===== src/keypad_pkg.sv =====
package keypad_pkg;

    // pads sharing one event FIFO
    localparam int num_pads = 2;

    // row index times four plus column index
    localparam int key_code_w = 4;

    // pad index on top of the key code
    localparam int event_w = 5;

    localparam int fifo_depth = 8;

    // 20 ms at 100 MHz
    localparam int default_debounce_cycles = 2_000_000;

    // pull-ups hold every row high
    localparam logic [3:0] rows_idle = 4'hf;

endpackage


===== src/keypad_scanner.sv =====
`timescale 1ns/10ps

module keypad_scanner #(
    parameter int debounce_cycles = keypad_pkg::default_debounce_cycles
) (
    input  logic                            clk,
    input  logic                            rst_n,
    input  logic [3:0]                      row,
    output logic [3:0]                      col,
    output logic                            key_valid,
    output logic [keypad_pkg::key_code_w-1:0] key_code
);
    import keypad_pkg::*;

    localparam int cnt_w = (debounce_cycles > 1) ? $clog2(debounce_cycles) : 1;

    typedef enum logic [2:0] {
        st_idle,
        st_scan1,
        st_wait,
        st_scan2,
        st_compare,
        st_release
    } state_t;

    state_t state;

    logic [1:0]            col_idx;
    logic [cnt_w-1:0]      cnt;
    logic [1:0]            row_idx;
    logic                  hit;
    logic [key_code_w-1:0] hit_code;
    logic [key_code_w-1:0] code1;
    logic [key_code_w-1:0] code2;

    // one column low while sweeping, all low otherwise so any press shows
    always_comb begin
        if (state == st_scan1 || state == st_scan2) begin
            col = ~(4'b0001 << col_idx);
        end else begin
            col = 4'b0000;
        end
    end

    // lowest pulled-down row wins
    always_comb begin
        row_idx = 2'd0;
        for (int r = 3; r >= 0; r--) begin
            if (!row[r]) begin
                row_idx = 2'(r);
            end
        end
    end

    assign hit      = (row != rows_idle);
    assign hit_code = {row_idx, col_idx};

    always_ff @(posedge clk) begin
        if (!rst_n) begin
            state     <= st_idle;
            col_idx   <= 2'd0;
            cnt       <= '0;
            key_valid <= 1'b0;
        end else begin
            key_valid <= 1'b0;
            case (state)
                st_idle: begin
                    if (hit) begin
                        state   <= st_scan1;
                        col_idx <= 2'd0;
                    end
                end
                st_scan1: begin
                    if (hit) begin
                        state <= st_wait;
                        cnt   <= '0;
                    end else if (col_idx == 2'd3) begin
                        state <= st_idle;  // nothing found on any column
                    end else begin
                        col_idx <= col_idx + 2'd1;
                    end
                end
                st_wait: begin
                    if (!hit) begin
                        state <= st_idle;  // bounced open
                    end else if (cnt == cnt_w'(debounce_cycles - 1)) begin
                        state   <= st_scan2;
                        col_idx <= 2'd0;
                    end else begin
                        cnt <= cnt + 1'b1;
                    end
                end
                st_scan2: begin
                    if (hit) begin
                        state <= st_compare;
                    end else if (col_idx == 2'd3) begin
                        state <= st_idle;
                    end else begin
                        col_idx <= col_idx + 2'd1;
                    end
                end
                st_compare: begin
                    if (code1 == code2) begin
                        key_valid <= 1'b1;
                        state     <= st_release;
                    end else begin
                        state <= st_idle;
                    end
                end
                st_release: begin
                    if (!hit) begin
                        state <= st_idle;  // held key reports once
                    end
                end
                default: state <= st_idle;
            endcase
        end
    end

    // captured codes of both sweeps
    always_ff @(posedge clk) begin
        if (state == st_scan1 && hit) begin
            code1 <= hit_code;
        end
        if (state == st_scan2 && hit) begin
            code2 <= hit_code;
        end
        if (state == st_compare) begin
            key_code <= code1;
        end
    end

endmodule


===== src/key_event_arbiter.sv =====
`timescale 1ns/10ps

module key_event_arbiter (
    input  logic                                                      clk,
    input  logic                                                      rst_n,
    input  logic [keypad_pkg::num_pads-1:0]                           key_valid,
    input  logic [keypad_pkg::num_pads-1:0][keypad_pkg::key_code_w-1:0] key_code,
    output logic                                                      wr_en,
    output logic [keypad_pkg::event_w-1:0]                            wr_data
);
    import keypad_pkg::*;

    localparam int pad_w = event_w - key_code_w;

    logic [num_pads-1:0]                 pending;
    logic [num_pads-1:0][key_code_w-1:0] pend_code;
    logic [pad_w-1:0]                    ptr;
    logic [pad_w-1:0]                    grant_idx;
    logic                                grant_found;

    // first pending pad at or after the pointer
    always_comb begin
        int cand;
        cand        = 0;
        grant_found = 1'b0;
        grant_idx   = '0;
        for (int i = 0; i < num_pads; i++) begin
            cand = int'(ptr) + i;
            if (cand >= num_pads) begin
                cand = cand - num_pads;
            end
            if (!grant_found && pending[cand]) begin
                grant_found = 1'b1;
                grant_idx   = pad_w'(cand);
            end
        end
    end

    always_ff @(posedge clk) begin
        if (!rst_n) begin
            pending <= '0;
            ptr     <= '0;
        end else begin
            for (int p = 0; p < num_pads; p++) begin
                if (key_valid[p]) begin
                    pending[p] <= 1'b1;  // new strobe beats the grant
                end else if (grant_found && int'(grant_idx) == p) begin
                    pending[p] <= 1'b0;
                end
            end
            if (grant_found) begin
                ptr <= (grant_idx == pad_w'(num_pads - 1)) ? '0 : grant_idx + pad_w'(1);
            end
        end
    end

    always_ff @(posedge clk) begin
        for (int p = 0; p < num_pads; p++) begin
            if (key_valid[p]) begin
                pend_code[p] <= key_code[p];
            end
        end
    end

    assign wr_en   = grant_found;
    assign wr_data = {grant_idx, pend_code[grant_idx]};  // pad tag above code

endmodule


===== src/key_event_fifo.sv =====
`timescale 1ns/10ps

module key_event_fifo (
    input  logic                            clk,
    input  logic                            rst_n,
    input  logic                            wr_en,
    input  logic [keypad_pkg::event_w-1:0]  wr_data,
    input  logic                            rd_en,
    output logic [keypad_pkg::event_w-1:0]  rd_data,
    output logic                            empty,
    output logic                            overflow
);
    import keypad_pkg::*;

    localparam int ptr_w = (fifo_depth > 1) ? $clog2(fifo_depth) : 1;
    localparam int cnt_w = $clog2(fifo_depth + 1);

    logic [event_w-1:0] mem [fifo_depth];
    logic [ptr_w-1:0]   wr_ptr;
    logic [ptr_w-1:0]   rd_ptr;
    logic [cnt_w-1:0]   count;
    logic               full;
    logic               do_wr;
    logic               do_rd;

    function automatic logic [ptr_w-1:0] bump(input logic [ptr_w-1:0] p);
        if (p == ptr_w'(fifo_depth - 1)) begin
            return '0;
        end
        return p + ptr_w'(1);
    endfunction

    assign full    = (count == cnt_w'(fifo_depth));
    assign empty   = (count == '0);
    assign do_wr   = wr_en && !full;
    assign do_rd   = rd_en && !empty;  // pop on empty is ignored
    assign rd_data = mem[rd_ptr];  // head shown while not empty

    always_ff @(posedge clk) begin
        if (!rst_n) begin
            wr_ptr   <= '0;
            rd_ptr   <= '0;
            count    <= '0;
            overflow <= 1'b0;
        end else begin
            if (do_wr) begin
                wr_ptr <= bump(wr_ptr);
            end
            if (do_rd) begin
                rd_ptr <= bump(rd_ptr);
            end
            case ({do_wr, do_rd})
                2'b10:   count <= count + 1'b1;
                2'b01:   count <= count - 1'b1;
                default: count <= count;
            endcase
            if (wr_en && full) begin
                overflow <= 1'b1;  // sticky until reset
            end
        end
    end

    always_ff @(posedge clk) begin
        if (do_wr) begin
            mem[wr_ptr] <= wr_data;
        end
    end

endmodule


===== src/keypad_hub.sv =====
`timescale 1ns/10ps

module keypad_hub #(
    parameter int debounce_cycles = keypad_pkg::default_debounce_cycles
) (
    input  logic                            clk,
    input  logic                            rst_n,
    input  logic [3:0]                      row0,
    input  logic [3:0]                      row1,
    output logic [3:0]                      col0,
    output logic [3:0]                      col1,
    input  logic                            rd_en,
    output logic [keypad_pkg::event_w-1:0]  rd_data,
    output logic                            empty,
    output logic                            overflow
);
    import keypad_pkg::*;

    logic [num_pads-1:0]                 key_valid;
    logic [num_pads-1:0][key_code_w-1:0] key_code;
    logic                                wr_en;
    logic [event_w-1:0]                  wr_data;

    keypad_scanner #(.debounce_cycles(debounce_cycles)) scan0 (
        .clk       (clk),
        .rst_n     (rst_n),
        .row       (row0),
        .col       (col0),
        .key_valid (key_valid[0]),
        .key_code  (key_code[0])
    );

    keypad_scanner #(.debounce_cycles(debounce_cycles)) scan1 (
        .clk       (clk),
        .rst_n     (rst_n),
        .row       (row1),
        .col       (col1),
        .key_valid (key_valid[1]),
        .key_code  (key_code[1])
    );

    key_event_arbiter arb (
        .clk       (clk),
        .rst_n     (rst_n),
        .key_valid (key_valid),
        .key_code  (key_code),
        .wr_en     (wr_en),
        .wr_data   (wr_data)
    );

    key_event_fifo fifo (
        .clk      (clk),
        .rst_n    (rst_n),
        .wr_en    (wr_en),
        .wr_data  (wr_data),
        .rd_en    (rd_en),
        .rd_data  (rd_data),
        .empty    (empty),
        .overflow (overflow)
    );

endmodule


===== config.mk =====
export PLATFORM = sky130hd
export DESIGN_NAME = keypad_hub
export DESIGN_NICKNAME = d
export VERILOG_FILES = /design/src/keypad_pkg.sv /design/src/keypad_scanner.sv /design/src/key_event_arbiter.sv /design/src/key_event_fifo.sv /design/src/keypad_hub.sv
export SDC_FILE = /design/constraint.sdc
export NUM_CORES = 1
export LEC_CHECK = 0
export BUFFER_PORTS_ARGS = -buffer_cell sky130_fd_sc_hd__buf_4
export CAP_MARGIN = 20
export CORE_ASPECT_RATIO = 1.2
export CORE_MARGIN = 4
export CORE_UTILIZATION = 30
export CTS_BUF_LIST = sky130_fd_sc_hd__clkbuf_4 sky130_fd_sc_hd__clkbuf_8
export DETAILED_ROUTE_END_ITERATION = 6
export GPL_TIMING_DRIVEN = 0
export SLEW_MARGIN = 0
export SYNTH_ARGS = -nofsm -noshare
export SYNTH_HDL_FRONTEND = slang
export SYNTH_SLANG_ARGS = --single-unit

===== constraint.sdc =====
create_clock -name clk -period 3.5 [get_ports clk]
set_clock_uncertainty 0.2 [all_clocks]
set_input_delay 0.875 -clock clk [delete_from_list [all_inputs] [get_ports clk]]
set_output_delay 0.875 -clock clk [all_outputs]
set_load 0.03 [all_outputs]

==> summary.md <==
| Metric | Value |
|---|---|
| Status | finished clean |
| Total grt overflow | 0 |
| Io pins | 26 |
| # H-tree levels | 4 |
| Antenna violations before repair | 0 |
| Reg clk slew, reported paths | 0.08 ns |
| Worst setup EP type | output pin |
| Power per standard cell area | roughly 460 nW/um2 |
| Logic pwr share | between 10% and 20% |
| Routed length per instance | 14.0 um |
| IO buf count | 25 |
| Routed Antenna Nets | 0 |
| Post-synth EDFFs | between 70 and 80 |
| Cell Area, Placed | slightly above 7000 um2 |
| Postcts setup bufs | 0 |
| Share of flip-flops with an asynchronous set or reset | 0% |
| CP delay by family, top | multiplexers |
| Startpoint types | flip-flop |
| Tmin final | 3.15 ns |
| Worst Hold Slack | 0.211 ns |
| Num Clock Sinks | between 100 and 150 |
| Worst r2r path cells | 11 |
| DRC errors left | 0 |
| Hold Crit Class | reg2reg |
| Syn Area/Cell | 11.0 um2 |
| Hold Fails Final Rpt | 0 |
| Area grow syn2layout | 13.7% |
| # resized after CTS | 0 |
| Hold Startpoint | scan0.key_code[0] |
| TritonCTS Buffers | 17 |
| Die Area | between 20000 and 25000 um2 |
| Max_cap viols | 0 |
| Primary FF master, synth | edfxtp_1 |
| Yosys warns | 0 |
| GP Congestion | around 0.8 |
| Yosys cell types | 64 |
| Final setup viols | 0 |
| Via-to-Cell Ratio | approximately 5 |
| Slew Limit Fails | 0 |
| Sequential area share after synthesis | between 50% and 60% |
| # diodes | 0 |
| Largest net degree at the start of global routing | 17 |
| Crit path DAT | about 2.1 ns |
| Vias in the first global route | 4520 |
| Clock buffer depth | 2 |
| Critical path type | reg2out |
| Skew-Pair Late Insertion Delay | 0.44 ns |
| FF-to-FF Start | fifo.count[1] |
| Reg power frac | a little over half |
| Post-route design area | around 7500 um2 |
| CTS root buffer | clkbuf_8 |
| Rel. slew slack | between 30 and 40% |
| TNS Setup | 0 ns |
| Final net count | 673 |
| WHS Path Cells | 0 |
| Hpwl dp | 9200 um |
| TritonRoute pass-1 iters | 4 |
| Core Area | ~22000 um2 |
| First-pass GRT wire length | between 20000 and 25000 um |
| Most common cell after layout, fill and taps aside | edfxtp_1 |
| Buffers plus inverters on the worst setup path | 2 |
| Ordered cell list for the critical path | buf_2, mux4_2, mux2_2, buf_4 |
| Number of synthesized register bits | about 140 |
| Post-CTS Hold Buffers | 0 |
| Post-Synthesis Cells | 600 |
| Share of cells above drive strength 1 | between 10% and 20% |
| Pleak | between 2 and 2.5 nW |
| Via Count | around 4.6k |
| Critical Path RT | approximately 2.4 ns |
| Reg-to-reg slack, setup | approximately 0.65 ns |
| Util after Layout | 34.6% |
| Critical path's largest stage delay | 0.55 ns |
| Pint | between 0.002 and 0.0025 W |
| Die Width | 143 um |
| RSZ-0062 raised after global routing | false |
| Routed wire length | between 10000 and 15000 um |
| Sw Share | 28.4% |
| Die span in y | around 170 um |
| Worst R2R End | fifo.count[2] |
| Period utilization | around 90% |
| Hold Path End | arb.pend_code[0] |
| # rows | a little under 60 |
| Fmax | 318 MHz |
| Iteration-0 DRC count of the detailed router | slightly above 200 |
| Synthesized Nets | between 600 and 700 |
| Worst ir drop on vdd | about 0.24 mV |
| Switching power | around 0.00099 W |
| Clock power frac | about a third |
| Crit-path slowest cell | mux4_2 |
| Cell Area, Synth | ~6600 um2 |
| GRT Resource Usage Total | 11.3% |
| Crit-path max FO | 10 |
| Worst-Margin Slew | 0.905 ns |
| CTS tree | yes |
| Commonest cells after routing, fill and taps aside | 72 x edfxtp_1, 71 x dfxtp_1, 56 x nand2_1 |
| Initial Util | a little over 30% |
==> Yosys cell counts (3+ instances only) <==
library cell | count | area (um2)
edfxtp_1 | 72 | 2160
dfxtp_1 | 71 | 1420
nand2_1 | 56 | 210
nor2_1 | 48 | 180
a21oi_1 | 29 | 145
nand3_1 | 21 | 105
inv_1 | 18 | 67.6
nor3_1 | 18 | 90.1
ha_1 | 17 | 213
nand4_1 | 17 | 106
xor2_1 | 17 | 149
clkbuf_1 | 16 | 60.1
nor4_1 | 16 | 100
or3_1 | 13 | 81.3
o21ai_1 | 12 | 60.1
or4_1 | 11 | 82.6
xnor2_1 | 11 | 96.3
mux4_2 | 10 | 225
nand2b_1 | 9 | 56.3
o211ai_1 | 9 | 67.6
o21ai_0 | 9 | 45.0
buf_2 | 8 | 40.0
a31oi_1 | 6 | 37.5
and4_1 | 5 | 43.8
mux2_2 | 5 | 56.3
mux2i_1 | 5 | 50.1
nor3b_1 | 5 | 37.5
o31ai_1 | 5 | 37.5
and3_1 | 4 | 25.0
nor4_2 | 4 | 50.1
and2_1 | 3 | 18.8
buf_4 | 3 | 22.5
nor3_2 | 3 | 30.0
nor4bb_1 | 3 | 30.0
==> through the flow <==
step | worst slack, ns | std cells | power [W]
floorplan | 0.177 | 600 | 0.00219
global placement | 0.200 | 899 | 0.00232
detailed placement | 0.193 | 900 | 0.00232
CTS | 0.284 | 932 | 0.00353
global route | 0.175 | 932 | 0.00365
finish | 0.352 | 932 | 0.00348
==> sequential cells by signal, indices dropped and copies added (netlist names), named ones only <==
| name | count |
|---|---|
| scan0.code1 | 4 |
| arb.pending | 2 |
| scan0.state | 3 |
| fifo.rd_ptr | 3 |
| scan0.key_valid | 1 |
| scan1.code2 | 4 |
| arb.pend_code | 8 |
| scan1.state | 3 |
| scan0.code2 | 4 |
| scan0.cnt | 21 |
| scan0.key_code | 4 |
| scan0.col_idx | 2 |
| fifo.mem | 40 |
| fifo.wr_ptr | 3 |
| scan1.code1 | 4 |
| scan1.col_idx | 2 |
| fifo.overflow | 1 |
| fifo.count | 4 |
| scan1.key_valid | 1 |
| arb.ptr | 1 |
| scan1.key_code | 4 |
| scan1.cnt | 21 |
==> area by class of cell <==
class | count | area, um2
plain buffers | 29 | 145
inverters | 18 | 67.6
repair buffers | 26 | 193
multi-input cells | 410 | 2790
well taps | 274 | 343
clock buffers | 20 | 263
clock inverters | 12 | 101
fillers | 2186 | 14100
flip-flops and latches | 143 | 3580
==> worst reg2reg max path: cells and delay by family (launching register included) <==
kind	cells	cell delay (ns)
simple gates	3	0.62
buf+inv	1	0.17
flops	1	0.30
fa+ha+maj	2	0.54
compound gates	3	0.62
xor+xnor	2	0.33
==> power by group through the flow <==
stage | clock network [W] | registers, W | logic [W]
after detailed placement | 0 | 0.00186 | 0.000459
after floorplan | 0 | 0.00186 | 0.000329
after global routing | 0.00131 | 0.00183 | 0.000507
after CTS | 0.00124 | 0.00183 | 0.000463
after global placement | 0 | 0.00186 | 0.000460
final | 0.00120 | 0.00183 | 0.000458
==> layer usage <==
metal | wire length [um] | vias up | track usage [%]
met2 | 6650 | 65 | 19.4
met5 | 0 | - | 0
met1 | 5880 | 2173 | 13.9
li1 | - | 2352 | -
met4 | 129 | 0 | 3.97
met3 | 408 | 8 | 2.42
==> worst max-delay path by stage <==
stage / slack [ns] / start / cells after the start / to
6_report: 0.35 / flip-flop / 4 / rd_data[4]
5_1_grt: 0.17 / flip-flop / 4 / rd_data[0]
4_1_cts: 0.28 / flip-flop / 4 / rd_data[4]
3_5_place_dp: 0.19 / row0[0] / 8 / scan0.cnt[2]
3_3_place_gp: 0.20 / row0[0] / 8 / scan0.cnt[2]
2_1_floorplan: 0.18 / fifo.count[1] / 11 / fifo.count[2]
==> kinds of logic after synthesis <==
kind of cell,Yosys count,synth area share [%]
mux,20,5.03
flops,143,54.4
xor+xnor,28,3.72
fa+ha+maj,17,3.23
buf+inv,47,3.23
compound gates,95,9.42
simple gates,250,21.0
(Power assumes the default switching activity.)
